## src/hdl/mem_map_pkg.sv

```systemverilog
/*
 * Memory map package
 * Word types, region encoding and the address map shared by the
 * instruction port, the data port router and the timer.
 */
package mem_map_pkg;

    typedef logic [31:0] word_t;
    typedef logic [3:0]  be_t;
    typedef logic [4:0]  irq_id_t;

    // ram is mirrored at 0 and at SRAM_BASE
    localparam word_t SRAM_BASE = 32'h1C00_0000;

    // test control, a write reports pass or fail
    localparam word_t CTRL_BASE = 32'h1A10_4000;
    localparam word_t CTRL_LEN  = 32'h0000_1000;

    // countdown timer
    localparam word_t TIMER_BASE     = 32'h1A10_B000;
    localparam word_t TIMER_LEN      = 32'h0000_1000;
    localparam word_t TIMER_MASK_OFS = 32'h0000_0000;
    localparam word_t TIMER_CNT_OFS  = 32'h0000_0004;

    localparam word_t   TEST_PASS_WORD = 32'h0000_F00D;
    localparam irq_id_t TIMER_IRQ_ID   = 5'd3;

    // decoded target of an access, NONE when idle
    typedef enum logic [2:0] {
        RAM,
        CTRL,
        TIMER,
        UNMAP,
        NONE
    } region_e;

    // true when addr hits either ram mirror of length ram_len
    function automatic logic in_ram_map(word_t addr, word_t ram_len);
        logic lo_hit;
        logic hi_hit;
        lo_hit = addr < ram_len;
        hi_hit = (addr >= SRAM_BASE) && (addr < SRAM_BASE + ram_len);
        return lo_hit || hi_hit;
    endfunction

endpackage

```

## src/hdl/fetch_port.sv

```systemverilog
/*
 * Instruction fetch port
 * Grants every fetch in the same cycle, reads the RAM for addresses in
 * either mirror and answers with rvalid one cycle later.
 */
module fetch_port
    import mem_map_pkg::*;
#(
    parameter int unsigned RAM_ADDR_WIDTH = 16
) (
    input  logic                      clk_i,
    input  logic                      rst_ni,

    input  logic                      instr_req_i,
    input  word_t                     instr_addr_i,
    output logic                      instr_gnt_o,
    output logic                      instr_rvalid_o,
    output word_t                     instr_rdata_o,

    output logic                      ram_req_o,
    output logic [RAM_ADDR_WIDTH-1:0] ram_addr_o,
    input  word_t                     ram_rdata_i
);

    localparam word_t RAM_LEN = word_t'(1) << RAM_ADDR_WIDTH;

    logic in_ram;
    logic rvalid_q;
    logic in_ram_q;

    assign in_ram      = in_ram_map(instr_addr_i, RAM_LEN);
    assign instr_gnt_o = instr_req_i;

    // upper bits dropped, both mirrors hit the same word
    assign ram_req_o  = instr_req_i && in_ram;
    assign ram_addr_o = instr_addr_i[RAM_ADDR_WIDTH-1:0];

    always_ff @(posedge clk_i or negedge rst_ni) begin
        if (!rst_ni) begin
            rvalid_q <= 1'b0;
            in_ram_q <= 1'b0;
        end else begin
            rvalid_q <= instr_req_i;
            in_ram_q <= instr_req_i && in_ram;
        end
    end

    assign instr_rvalid_o = rvalid_q;
    // fetches outside the ram read as zero
    assign instr_rdata_o  = in_ram_q ? ram_rdata_i : '0;

    gnt_then_rvalid: assert property (
        @(posedge clk_i) disable iff (!rst_ni) instr_gnt_o |=> instr_rvalid_o)
        else $error("instruction grant without rvalid in the next cycle");

endmodule

```

## config.mk

```make
export PLATFORM = sky130hd
export DESIGN_NAME = fetch_port
export DESIGN_NICKNAME = d
export VERILOG_FILES = /design/src/hdl/mem_map_pkg.sv /design/src/hdl/fetch_port.sv
export SDC_FILE = /design/constraint.sdc
export NUM_CORES = 1
export LEC_CHECK = 0
export ABC_AREA = 1
export BUFFER_PORTS_ARGS = -buffer_cell sky130_fd_sc_hd__buf_2
export CAP_MARGIN = 20
export CORE_MARGIN = 4
export CORE_UTILIZATION = 28
export CTS_BUF_LIST = sky130_fd_sc_hd__clkbuf_4 sky130_fd_sc_hd__clkbuf_8
export CTS_CLUSTER_SIZE = 28
export DETAILED_ROUTE_END_ITERATION = 6
export PLACE_DENSITY = 0.89
export SKIP_CTS_REPAIR_TIMING = 1
export SYNTH_ARGS = -nofsm -noshare
export SYNTH_HDL_FRONTEND = slang
export SYNTH_SLANG_ARGS = --single-unit
```

## constraint.sdc

```tcl
create_clock -name clk_i -period 1.2 [get_ports clk_i]
set_clock_uncertainty 0.05 [all_clocks]
set_input_delay 0.12 -clock clk_i [delete_from_list [all_inputs] [get_ports clk_i]]
set_output_delay 0.12 -clock clk_i [all_outputs]
set_load 0.005 [all_outputs]
```

==> impl_metrics.ini <==
[clock_network]
cts_tree = yes
htree_levels = 1
root_buffer = clkbuf_4
cts.path.max_buffers = 2
cts_buffers = 3
cts.sink_count = 2
clkTransAtPathRegs_ps = 30

[cells_and_area]
seq_area_um2 = 51.3
multi_input_area_um2 = 299
instances_no_fill = 207
nNetsFinal = 249
n_fill_cell = 200
areaGrowthSynthToFinish_pct = 74.7
diodes = 0
layout-drive-gt1-share_pct = 86.1
utilization_pct = 53.1

[timing]
finalSetupTns_ps = -370
setup_viol = 26
finalWorstPathRequiredPeriod_ps = 1230
worst_pin_slew_ps = 151
fin_ws_ps = -29.6
max_freq_mhz = 813
rsz0062_at_grt = true
slew_headroom_pct = 89.9
hold_slack_ps = 164
hold_viol = 0
min_period_over_period_pct = 102
maxSlewViolCount = 0

[setup_path]
cp_top_family = flip-flops
path_depth = 4
crit_type = register to output pin
crit_fanout = 8
critPathMaxStageDelay_ps = 440
path_cells = clkbuf_16 -> nand2_2 -> inv_2 -> buf_2
crit_end = instr_rdata_o[1]
crit_buf_inv = 3
arrival_ps = 1060
endpoint_kind = output pin
cp_slowest_cell = dfrtp_2
required_ps = 1030
crit_path_start_kind = register
crit_start = in_ram_q$_DFF_PN0_

[power]
power_density_nw_per_um2 = 310
p_leak_uw = 0.000836
peakVddDrop_mv = 0.232

[global_route]
first_global_vias = 585
grt_start_max_net_pins = 17
grt-ovfl-total = 0
antenna_found_initial = 0
grt_pass1_wl_um = 2090
track_usage_pct = 9.76

[drt]
vias = 781
drt_first_pass_iters = 5
avgRoutedWirePerCell_um = 9.10
via_per_inst = 3.77
routed_wl_um = 1880
first_iter_violations = 2
remaining_drc_errors = 0
ant_nets = 0

[synth]
syn_area_um2 = 614
yosysSeqAreaShare_pct = 8.15
yosysUniqueCellTypes = 11
muxShareOfSynthArea_pct = 0
synth_fa_ha_area_share_pct = 0
postSynthAreaPerCell_um2 = 5.74
synth_compound_area_share_pct = 0
synthCells = 107
synth_top_cell_by_area = nand2_2
yosysTopAreaCellShare_pct = 30.5
synth_warnings = 0
synth-seq-cells = 2
synth_xor_area_share_pct = 0
synth_simple_gate_area_share_pct = 44.2
synth_area_leaders = nand2_2 (31%), buf_4 (21%), inv_2 (18%)
synth_fp_nets = 174
synth_top_family_by_area = buffers and inverters

[floorplanning]
start_util_pct = 30.4
die_h_um = 54.8
die_x_um = 54.8
rows = 16
ios = 118
die_area_um2 = 3010
core-area_um2 = 2020

[placement]
routabilityCongestion = 0.625
dp_hpwl_um = 1530
place_inst = 201
portBuffers = 85

[outcome]
violations = setup timing
status = finished with violations

[flow_run]
cap_violations = 0

[hold_path]
hp-class = input port to register
state kept, by name, indices dropped and copies added, names as in the netlist:
name	count
in_ram_q	1
instr_rvalid_o	1
cell usage after synthesis:
library cell,count
inv_2,30
nand2_2,30
buf_4,17
nand2_1,8
nor2_1,8
inv_1,5
buf_6,3
dfrtp_1,2
nor2_2,2
nand3_1,1
or2_0,1
worst min-delay path by stage:
stage	from	end	slack, ps	cells after the start
2_1_floorplan	rst_ni	in_ram_q$_DFF_PN0_	-230	0
3_3_place_gp	rst_ni	instr_rvalid_o$_DFF_PN0_	-140	1
3_5_place_dp	rst_ni	instr_rvalid_o$_DFF_PN0_	-140	1
4_1_cts	rst_ni	instr_rvalid_o$_DFF_PN0_	-380	1
5_1_grt	instr_addr_i[2]	ram_addr_o[2]	190	0
6_report	instr_addr_i[25]	in_ram_q$_DFF_PN0_	160	6
layout make-up:
class	count	share of cell area, %
clock buffers	3	2.10
inverters	35	12.2
multi-input cells	50	27.9
flip-flops and latches	2	4.78
well taps	27	3.15
repair buffers	90	49.9
worst min-delay path: cells and delay by family:
kind                   cells  cell delay, ps
and+or+nand+nor            5             200
buffers and inverters      1              80
layout by cell type (no fill, tap or decap), drive strengths merged:
cell / count
dlygate4sd3: 2
or2: 1
nand3: 1
inv: 35
nand2: 38
dfrtp: 2
nor2: 10
buf: 87
clkbuf: 4
routing by layer:
metal  GRT usage [%]  wire length, µm  up-vias
li1                -                -      415
met1            7.27              535      307
met2            19.7             1010       55
met3            3.27              334        4
met4            7.05                8        0
met5               0                0        -
kinds of logic after synthesis:
family / count (synthesis)
buffers and inverters: 55
and+or+nand+nor: 50
DFF: 2
through the flow:
step | area (µm²) | worst slack [ps] | total power (µW)
floorplan | 614 | 346 | 129
global placement | 952 | 230 | 176
detailed placement | 952 | 216 | 178
CTS | 975 | -26.8 | 335
global route | 1070 | -58.8 | 360
finish | 1070 | -29.6 | 333
report_power, final:
group	internal, µW	switching, µW
Clock	110	37.4
Combinational	69.5	46.1
Sequential	69.7	0.366
No activity file was read; power rests on OpenSTA's default activity.
