--- config.mk ---
export PLATFORM = sky130hd
export DESIGN_NAME = timer_irq_unit
export DESIGN_NICKNAME = d
export VERILOG_FILES = /design/src/hdl/mem_map_pkg.sv /design/src/hdl/timer_irq_unit.sv
export SDC_FILE = /design/constraint.sdc
export NUM_CORES = 1
export LEC_CHECK = 0
export BUFFER_PORTS_ARGS = -buffer_cell sky130_fd_sc_hd__buf_2
export CAP_MARGIN = 20
export CORE_AREA = 2 2 94 96
export DETAILED_ROUTE_END_ITERATION = 8
export DIE_AREA = 0 0 96 98
export MAX_ROUTING_LAYER = met4
export PLACE_DENSITY_LB_ADDON = 0.3
export SYNTH_ARGS = -nofsm -noshare
export SYNTH_HDL_FRONTEND = slang
export SYNTH_SLANG_ARGS = --single-unit
--- constraint.sdc ---
create_clock -name clk_i -period 7.03 [get_ports clk_i]
set_input_delay 1.406 -clock clk_i [delete_from_list [all_inputs] [get_ports clk_i]]
set_output_delay 1.406 -clock clk_i [all_outputs]
set_load 0.03 [all_outputs]
--- src/hdl/mem_map_pkg.sv ---
/*
 * Memory map package
 * Word types, region encoding and the address map shared by the
 * instruction port, the data port router and the timer.
 */
package mem_map_pkg;

    typedef logic [31:0] word_t;
    typedef logic [3:0]  be_t;
    typedef logic [4:0]  irq_id_t;

    // ram is mirrored at 0 and at SRAM_BASE
    localparam word_t SRAM_BASE = 32'h1C00_0000;

    // test control, a write reports pass or fail
    localparam word_t CTRL_BASE = 32'h1A10_4000;
    localparam word_t CTRL_LEN  = 32'h0000_1000;

    // countdown timer
    localparam word_t TIMER_BASE     = 32'h1A10_B000;
    localparam word_t TIMER_LEN      = 32'h0000_1000;
    localparam word_t TIMER_MASK_OFS = 32'h0000_0000;
    localparam word_t TIMER_CNT_OFS  = 32'h0000_0004;

    localparam word_t   TEST_PASS_WORD = 32'h0000_F00D;
    localparam irq_id_t TIMER_IRQ_ID   = 5'd3;

    // decoded target of an access, NONE when idle
    typedef enum logic [2:0] {
        RAM,
        CTRL,
        TIMER,
        UNMAP,
        NONE
    } region_e;

    // true when addr hits either ram mirror of length ram_len
    function automatic logic in_ram_map(word_t addr, word_t ram_len);
        logic lo_hit;
        logic hi_hit;
        lo_hit = addr < ram_len;
        hi_hit = (addr >= SRAM_BASE) && (addr < SRAM_BASE + ram_len);
        return lo_hit || hi_hit;
    endfunction

endpackage

--- src/hdl/timer_irq_unit.sv ---
/*
 * Countdown timer with interrupt
 * A mask and a count register. The count runs down to zero and raises
 * the interrupt when the mask allows it, until the core acknowledges.
 */
module timer_irq_unit
    import mem_map_pkg::*;
(
    input  logic    clk_i,
    input  logic    rst_ni,

    input  logic    mask_we_i,
    input  logic    cnt_we_i,
    input  word_t   wdata_i,

    input  logic    irq_ack_i,
    input  irq_id_t irq_id_i,
    output logic    irq_o
);

    word_t mask_q;
    word_t cnt_q;
    logic  irq_q;
    logic  any_we;
    logic  expire;
    logic  ack;

    assign any_we = mask_we_i || cnt_we_i;
    // count leaves 1 in a cycle without a register write
    assign expire = !any_we && (cnt_q == 32'd1);
    assign ack    = irq_ack_i && (irq_id_i == TIMER_IRQ_ID);

    always_ff @(posedge clk_i or negedge rst_ni) begin
        if (!rst_ni) begin
            mask_q <= '0;
            cnt_q  <= '0;
            irq_q  <= 1'b0;
        end else begin
            if (mask_we_i) begin
                mask_q <= wdata_i;
            end
            if (cnt_we_i) begin
                cnt_q <= wdata_i;
            end else if (!any_we && cnt_q != '0) begin
                cnt_q <= cnt_q - 1'b1;
            end
            // acknowledge wins over a new expiry
            if (ack) begin
                irq_q <= 1'b0;
            end else if (expire && mask_q[TIMER_IRQ_ID]) begin
                irq_q <= 1'b1;
            end
        end
    end

    assign irq_o = irq_q;

    irq_needs_mask: assert property (
        @(posedge clk_i) disable iff (!rst_ni)
        $rose(irq_o) |-> $past(mask_q[TIMER_IRQ_ID]))
        else $error("timer interrupt raised while masked");

endmodule

==> results by group <==
Routing
  – Post-route DRC: 0
  – First-pass DRT Iterations: 4
  – WL/cell: 14.3 um
  – WL final: 5420 um
  – Routed Antenna Nets: 0
  – Vias: 1,916
  – Vias per inst: 5.06
  – DRT iter0 DRCs: 77

STA
  – Worst slew margin: 0.455
  – Unrepaired setup endpoints after global routing: no
  – Hold WS: 0.513 ns
  – Final Skew: 0.00996 ns
  – Setup TNS: 0 ns
  – Post-layout min period: 2.96 ns
  – Final setup viols: 0
  – Fin. Hold Viols: 0
  – Period utilization: 0.421
  – Final Max Slew Viols: 0
  – Setup WS post-layout: 4.07 ns
  – Maximum clock rate: 0.338 GHz
  – Worst slew pin tran: 0.817 ns

Placement
  – Dpl hpwl: 3870 um
  – I/O Buffers: 42
  – Placed insts: 370
  – Pre-CTS setup slack: 3.74 ns
  – Routability cong.: 0.759
  – Placed Area: 2370 um2

Clock network
  – H-tree levels: 2
  – Hold_buf cts: 0
  – Sink Count: 34
  – Worst-Skew Late Latency: 0.29 ns
  – TritonCTS buffer count: 5
  – # Post-CTS Setup Buffers: 0
  – Clk slew on worst S/H paths: 0.07 ns
  – CTS tree: built
  – Clock root buffer: clkbuf_8
  – Post-cts sizing count: 0
  – Clk buf depth: 2

Finish
  – Layout cells sized above 1: 0.229
  – Antenna Diode Count: 0
  – Post-route cell area: 2470 um2
  – Finished Layout Cells: 379
  – Area Growth Syn to Fin: 19.8%
  – Final nets: 314

Global route
  – GR Overflow Total: 0
  – Vias in the first global route: 1,866
  – GRT Overall Usage: 0.126
  – First-pass GRT wire length: 9110 um
  – Antenna violations before repair: 0
  – Largest net degree at the start of global routing: 35

Synth
  – Synth Area in Compound Gates: 0.227
  – Syn nets: 275
  – Synth warn: 0
  – Asr flop ratio synth: 1.00
  – Dominant synthesized flop cell: dfrtp_1
  – Post-synthesis adder-cell area fraction: 0.0122
  – Cells after Synth: 231
  – XOR/XNOR share of the synthesized area: 0.0383
  – Simple-Gate Fraction of Synth Area: 0.262
  – Register bit total from synthesis: 34
  – Number of synthesized flops with an enable pin: 0
  – Cell variety after synth: 41
  – Post-synthesis sequential area ratio: 0.413
  – Mux share of post-synthesis cell area: 0.0109
  – Avg Inst Size Synth: 8.92 um2
  – Largest family of logic cells by synthesized area: simple AND/OR/NAND/NOR gates
  – Post-Syn Area: 2060 um2

Worst setup path
  – Worst path required time: 7.19 ns
  – Reg2reg start: cnt_q[16]
  – Worst r2r path cells: 5
  – CP Data Arrival Time: 3.12 ns
  – Worst setup path class: in -> reg
  – R2r endpoint: cnt_q[1]
  – Critical path startpoint: cnt_we_i
  – CP Max Fanout: 32
  – Crit path launch type: input pin
  – CP endpoint kind: flip-flop
  – R2r setup slk: 4.32 ns

Run
  – Max cap viols: 0

Floorplanning
  – Initial Util: 0.243
  – Chip height: 98 um
  – Die area: 9410 um2
  – Core Region: 8470 um2
  – Die Span X: 96 um
  – # IOs: 43
  – # rows: 34

Min path
  – Hold Path Depth: 1
  – Hold path endpoint: mask_q[3]
  – Hold Path Origin: mask_q[3]
  – HP Class: reg -> reg

Pwr
  – Pwr dens: 183 nW/um2
  – Static Leak: 0.921 nW
  – VDD IR max: 0.0698 mV

Run status
  – Status: finished clean
-- per-stage QoR --
| step | power, mW | utilization |
|---|---|---|
| global placement | 0.301 | 0.280 |
| finish | 0.452 | 0.291 |
| global route | 0.479 | 0.291 |
| floorplan | 0.272 | - |
| detailed placement | 0.302 | 0.280 |
| CTS | 0.458 | 0.291 |
-- critical path: stages --
cell and delay, ns:
buf_2 0.42, inv_1 0.46, buf_4 0.33, and4_1 0.19, a41oi_1 0.24, a31oi_1 0.07
-- cells by family (layout without fill, tap and decap cells) --
logic type	count (synthesis)	count (layout)
and+or+nand+nor	97	97
xor gates and xnor gates	9	9
DFF	34	34
buffers and inverters	19	59
AOI/OAI and AO/OA	68	68
muxes	2	2
adders and majority gates	2	2
-- how the worst max path moves through the flow --
stage                            to  slack, ns  cells past startpoint
after global routing          irq_o       3.88                      6
after floorplan           cnt_q[25]       4.23                      6
after global placement        irq_o       3.84                      6
after detailed placement      irq_o       3.74                      6
final                         irq_o       4.07                      6
after CTS                 cnt_q[11]       4.02                      5
-- final cells by class --
cell class | instances | area, um2
Inverter | 6 | 22.5
Tap cell | 108 | 135
Timing Repair Buffer | 45 | 233
Fill cell | 913 | 6000
Clock buffer | 7 | 86.3
Clock inverter | 1 | 5.00
Multi-Input combinational cell | 178 | 1130
Sequential cell | 34 | 851
-- cells in the final DEF, fill, tap and decap left out, types with 3 or more instances in the layout --
cell type  instances
a21oi_1            3
a31oi_1           15
buf_2             42
clkbuf_8           6
dfrtp_1           34
inv_1              6
nand2_1           20
nand2b_1           4
nand3_1            5
nor2_1            18
nor3_1             4
nor4_1             7
o2111ai_1          3
o211ai_1           3
o21ai_0           17
o311ai_0           5
o31ai_1           13
or2_2              3
or3_1             11
or4_1             14
xor2_1             7
-- report_power, final --
group	internal, mW	switching (mW)	leakage (nW)	total (mW)
combinational	0.0310	0.0343	0.476	0.0652
clock	0.0792	0.0755	0.0482	0.155
sequential	0.214	0.0187	0.397	0.232
total	0.324	0.128	0.921	0.452
-- Yosys cell counts, types with 2 or more instances --
library cell	count	area, um2
and2_1	2	12.5
xnor2_1	2	17.5
o21ai_0	17	85.1
inv_1	6	22.5
ha_1	2	25.0
mux2_2	2	22.5
nand3_1	5	25.0
nor3_1	4	20.0
dfrtp_1	34	851
o21a_1	2	15.0
buf_2	2	10.0
xor2_1	7	61.3
a21oi_1	3	15.0
nand2_1	20	75.1
o211ai_1	3	22.5
clkbuf_1	11	41.3
o31ai_1	13	97.6
nand2b_1	4	25.0
or2_2	3	18.8
or4_1	14	105
a41oi_1	2	17.5
nor2_1	18	67.6
a31oi_1	15	93.8
o311ai_0	5	43.8
or3_1	11	68.8
nor4_1	7	43.8
o2111ai_1	3	26.3
-- flip-flops by register name, summed over array words and instances, names as in the netlist --
| name | count |
|---|---|
| cnt_q | 32 |
| irq_o | 1 |
| mask_q | 1 |
-- layer usage --
metal | wire length [um] | GRT usage
met4 | 28 | 0.0363
met3 | 261 | 0.0301
met1 | 2770 | 0.177
met2 | 2360 | 0.180
met5 | 0 | -
No activity file was read; power rests on OpenSTA's default activity.
