`config.mk`:
```
export PLATFORM = sky130hd
export DESIGN_NAME = data_port_router
export DESIGN_NICKNAME = d
export VERILOG_FILES = /design/src/hdl/mem_map_pkg.sv /design/src/hdl/data_port_router.sv
export SDC_FILE = /design/constraint.sdc
export NUM_CORES = 1
export LEC_CHECK = 0
export BUFFER_PORTS_ARGS = -buffer_cell sky130_fd_sc_hd__buf_2
export CORE_AREA = 2 2 88 90
export DETAILED_ROUTE_END_ITERATION = 7
export DIE_AREA = 0 0 90 92
export SETUP_SLACK_MARGIN = 0.02
export SYNTH_ARGS = -nofsm -noshare
export SYNTH_HDL_FRONTEND = slang
export SYNTH_SLANG_ARGS = --single-unit
```
`constraint.sdc`:
```
create_clock -name clk_i -period 2.1 [get_ports clk_i]
set_input_delay 0.42 -clock clk_i [delete_from_list [all_inputs] [get_ports clk_i]]
set_output_delay 0.42 -clock clk_i [all_outputs]
set_load 0.01 [all_outputs]
```
`src/hdl/mem_map_pkg.sv`:
```
/*
 * Memory map package
 * Word types, region encoding and the address map shared by the
 * instruction port, the data port router and the timer.
 */
package mem_map_pkg;

    typedef logic [31:0] word_t;
    typedef logic [3:0]  be_t;
    typedef logic [4:0]  irq_id_t;

    // ram is mirrored at 0 and at SRAM_BASE
    localparam word_t SRAM_BASE = 32'h1C00_0000;

    // test control, a write reports pass or fail
    localparam word_t CTRL_BASE = 32'h1A10_4000;
    localparam word_t CTRL_LEN  = 32'h0000_1000;

    // countdown timer
    localparam word_t TIMER_BASE     = 32'h1A10_B000;
    localparam word_t TIMER_LEN      = 32'h0000_1000;
    localparam word_t TIMER_MASK_OFS = 32'h0000_0000;
    localparam word_t TIMER_CNT_OFS  = 32'h0000_0004;

    localparam word_t   TEST_PASS_WORD = 32'h0000_F00D;
    localparam irq_id_t TIMER_IRQ_ID   = 5'd3;

    // decoded target of an access, NONE when idle
    typedef enum logic [2:0] {
        RAM,
        CTRL,
        TIMER,
        UNMAP,
        NONE
    } region_e;

    // true when addr hits either ram mirror of length ram_len
    function automatic logic in_ram_map(word_t addr, word_t ram_len);
        logic lo_hit;
        logic hi_hit;
        lo_hit = addr < ram_len;
        hi_hit = (addr >= SRAM_BASE) && (addr < SRAM_BASE + ram_len);
        return lo_hit || hi_hit;
    endfunction

endpackage

```
`src/hdl/data_port_router.sv`:
```
/*
 * Data port router
 * Decodes data accesses to RAM, test control and timer, steers writes
 * to their target and returns the response one cycle after the grant.
 */
module data_port_router
    import mem_map_pkg::*;
#(
    parameter int unsigned RAM_ADDR_WIDTH = 16
) (
    input  logic                      clk_i,
    input  logic                      rst_ni,

    input  logic                      data_req_i,
    input  logic                      data_we_i,
    input  be_t                       data_be_i,
    input  word_t                     data_addr_i,
    input  word_t                     data_wdata_i,
    output logic                      data_gnt_o,
    output logic                      data_rvalid_o,
    output word_t                     data_rdata_o,

    output logic                      ram_req_o,
    output logic                      ram_we_o,
    output be_t                       ram_be_o,
    output logic [RAM_ADDR_WIDTH-1:0] ram_addr_o,
    output word_t                     ram_wdata_o,
    input  word_t                     ram_rdata_i,

    output logic                      mask_we_o,
    output logic                      cnt_we_o,
    output word_t                     timer_wdata_o,

    output logic                      tests_passed_o,
    output logic                      tests_failed_o
);

    localparam word_t RAM_LEN = word_t'(1) << RAM_ADDR_WIDTH;

    region_e region_d;
    region_e region_q;
    logic    we_q;
    logic    rvalid_q;
    logic    timer_wr;
    logic    ctrl_wr;
    word_t   timer_ofs;
    logic    passed_d;
    logic    failed_d;
    logic    passed_q;
    logic    failed_q;

    // address decode, ram mirrors first
    always_comb begin
        if (!data_req_i) begin
            region_d = NONE;
        end else if (in_ram_map(data_addr_i, RAM_LEN)) begin
            region_d = RAM;
        end else if (data_addr_i >= CTRL_BASE && data_addr_i < CTRL_BASE + CTRL_LEN) begin
            region_d = CTRL;
        end else if (data_addr_i >= TIMER_BASE && data_addr_i < TIMER_BASE + TIMER_LEN) begin
            region_d = TIMER;
        end else begin
            region_d = UNMAP;
        end
    end

    // no back-pressure, every request is taken at once
    assign data_gnt_o = data_req_i;

    assign ram_req_o   = region_d == RAM;
    assign ram_we_o    = ram_req_o && data_we_i;
    assign ram_be_o    = data_be_i;
    assign ram_addr_o  = data_addr_i[RAM_ADDR_WIDTH-1:0];
    assign ram_wdata_o = data_wdata_i;

    // timer register select by word offset
    assign timer_wr      = (region_d == TIMER) && data_we_i;
    assign timer_ofs     = {data_addr_i[31:2], 2'b00} - TIMER_BASE;
    assign mask_we_o     = timer_wr && (timer_ofs == TIMER_MASK_OFS);
    assign cnt_we_o      = timer_wr && (timer_ofs == TIMER_CNT_OFS);
    assign timer_wdata_o = data_wdata_i;

    assign ctrl_wr  = (region_d == CTRL) && data_we_i;
    assign passed_d = ctrl_wr && (data_wdata_i == TEST_PASS_WORD);
    assign failed_d = ctrl_wr && (data_wdata_i != TEST_PASS_WORD);

    always_ff @(posedge clk_i or negedge rst_ni) begin
        if (!rst_ni) begin
            region_q <= NONE;
            we_q     <= 1'b0;
            rvalid_q <= 1'b0;
            passed_q <= 1'b0;
            failed_q <= 1'b0;
        end else begin
            region_q <= region_d;
            we_q     <= data_we_i;
            rvalid_q <= data_req_i;
            // status pulses line up with rvalid
            passed_q <= passed_d;
            failed_q <= failed_d;
        end
    end

    assign data_rvalid_o  = rvalid_q;
    assign tests_passed_o = passed_q;
    assign tests_failed_o = failed_q;

    // only ram reads return data, everything else reads as zero
    assign data_rdata_o = (region_q == RAM && !we_q) ? ram_rdata_i : '0;

    no_unmapped_write: assert property (
        @(posedge clk_i) disable iff (!rst_ni)
        data_gnt_o && data_we_i |-> region_d != UNMAP)
        else $error("write to unmapped address %08x with %08x", data_addr_i, data_wdata_i);

endmodule

```
==> flow_summary.yaml <==
run_status:
  status: "finished with violations"
  violations: "negative setup slack"
sta:
  setup_viol: 4
  fmax_ghz: 0.441
  fin_tns_setup_ns: -0.538
  period_share: 1.08
  drv_slew: 0
  fin_crit_ns: 2.27
  hold_viol: 0
  maxSlewHeadroom: 0.780
  tightest_slew_ns: 0.327
  setup_ws_ns: -0.168
  rsz0062_at_grt: "true"
setup_path:
  critPathCaptureType: "output port"
  cp-endpoint: "ram_we_o"
  cp_top_family: "simple AND/OR/NAND/NOR gates"
  slowest_delay_ns: 0.53
  crit_path_start_kind: "input port"
  cp.required_ns: 1.68
  critPathKind: "input port to output port"
  path_cells: "buf_6, or4_4, nor4_4, o211ai_1, nor2_1, buf_2"
  startpoint: "data_addr_i[19]"
  crit_fanout: 3
  worst-path-buf-inv: 2
  crit_arrival_ns: 1.85
  cp.depth: 6
  slowest_stage: "or4_4"
finish:
  area_delta_synth_final_pct: 48.6
  n_antenna_cell: 0
  nets: 412
  drive_gt1_frac: 0.749
  fin_util: 0.263
  multi_input_area_um2: 493
  register_area_um2: 176
  final_cell_mix: "buf_2, and2_1, nor4_1"
  final_common_cell: "buf_2"
  final_cell_area_um2: 1960
  final_cells: 409
  fill_cells: 828
synth:
  ys_warn_count: 0
  syn_inst: 172
  ys_types: 25
  syn-cell-area_um2: 1320
  ys_ff_latch: 7
  avgSynthCellArea_um2: 7.67
  seq_area_frac_synth: 0.134
  synth_nets: 276
place:
  place_inst: 405
  routabilityCongestion: 0.746
  dp_hpwl_um: 3960
  place_area_um2: 1910
  port-buffer-count: 215
pwr:
  power_density_nw_per_um2: 307
  comb_power_share: 0.462
  finalPower_w: 0.000603
  pwr-share-clk: 0.300
  seq_power_share: 0.237
  swShare: 0.318
  p_leak_nw: 1.22
  peakVddDrop_mv: 0.123
  internal_power_w: 0.000411
  netSwitchingPower_w: 0.000192
floorplanning:
  ios: 228
  core_um2: 7450
  floorplan.rows: 32
  die_width_um: 90
  fp.dieH_um: 92
  initial_core_util: 0.177
  dieArea_um2: 8280
grt:
  grt_pass1_vias: 1367
  grt_pass1_wl_um: 6380
  grt_use_total: 0.0934
  grt-ovfl-total: 0
  antenna_found_initial: 0
  grt_max_degree: 33
cts:
  cts.htree.levels: 1
  cts_buffers: 3
  cts.sink_count: 7
  max-clock-path-buffers: 2
  cts_root_buf: "clkbuf_8"
  cts_setup_buffers: 0
  cts_tree: "done"
  cts.clk_slew.worst_paths_ns: 0.04
  cts_hold_buf: 0
flow_run:
  cap_violations: 0
detailed_routing:
  wire_per_inst_um: 10.5
  routed_wl_um: 4300
  remaining_drc_errors: 0
  first_iter_violations: 25
  avgViaCountPerCell: 3.70
  detail-route-antenna-nets: 0
  via_count: 1514
  drtPass1Iterations: 4
min_path:
  min_path_type: "input port to async pin"
-- layer usage --
layer | vias to the layer above | GRT usage | wire, um
met5 | - | 0 | 0
met4 | 0 | 0.0372 | 72
met3 | 6 | 0.0148 | 408
met2 | 111 | 0.172 | 2230
met1 | 646 | 0.108 | 1590
li1 | 751 | - | -
-- synth_stat cells --
master / number / area (um2)
buf_4: 85 / 638
or3_1: 3 / 18.8
or4_4: 1 / 11.3
inv_1: 2 / 7.51
or4_1: 1 / 7.51
nor3_1: 4 / 20.0
nand4_1: 3 / 18.8
dfrtp_1: 6 / 150
dfstp_2: 1 / 26.3
nand4_2: 1 / 12.5
a21oi_1: 1 / 5.00
and3_1: 2 / 12.5
nor2_1: 6 / 22.5
nor3b_2: 1 / 12.5
nor4_1: 9 / 56.3
and2_1: 32 / 200
nand4b_1: 2 / 17.5
or4b_2: 1 / 10.0
clkbuf_1: 3 / 11.3
o21ai_0: 1 / 5.00
a21bo_2: 1 / 10.0
o211ai_1: 1 / 7.51
nor4_4: 1 / 21.3
nor2b_1: 1 / 6.26
nand2_1: 3 / 11.3
-- registers in the layout, indices dropped and copies added (netlist names) --
register,count
region_q,3
data_rvalid_o,1
tests_failed_o,1
tests_passed_o,1
we_q,1
-- worst min path at each step --
stage | endpoint | slack [ns] | cells past startpoint
4_1_cts | data_rvalid_o | 0.02 | 1
5_1_grt | tests_failed_o | 0.02 | 1
3_5_place_dp | we_q | 0.25 | 1
6_report | we_q | 0.02 | 1
2_1_floorplan | data_rvalid_o | 0.12 | 0
3_3_place_gp | we_q | 0.25 | 1
-- power by group through the flow --
stage	registers, W	logic [W]	clock network, W
6_report	0.000143	0.000279	0.000181
5_1_grt	0.000143	0.000305	0.000196
4_1_cts	0.000143	0.000282	0.000186
3_5_place_dp	0.000145	0.000280	0
3_3_place_gp	0.000145	0.000277	0
2_1_floorplan	0.000144	0.000199	0
-- cell families (layout without fill, tap and decap cells) --
kind of cell,count (synthesis),after routing,share of synthesized area
buf+inv,90,225,0.498
simple gates,71,71,0.348
compound gates,4,4,0.0208
flops,7,7,0.134
-- stage by stage --
stage | hold WS [ns] | setup WS, ns
final | 0.0167 | -0.168
after CTS | 0.0156 | -0.182
after global placement | 0.251 | -0.113
after global routing | 0.0185 | -0.240
after floorplan | 0.124 | 0.0301
after detailed placement | 0.252 | -0.194
-- final cells by class --
cell class                 instances  area share
clock buffer                       4      0.0230
multi-input combinational         75       0.251
inverter                           2     0.00383
timing repair buffer             219       0.567
tap                              102      0.0651
sequential                         7      0.0899
-- what timing repair did --
item | 4_1_cts | 5_1_grt
hold endpoints to repair | 0 | 0
pin swaps | 1 | 1
gates resized for setup | 1 | 0
gates cloned | 0 | 0
endpoints found under the setup margin | 4 | 4
Power figures use the tool's default switching activity.
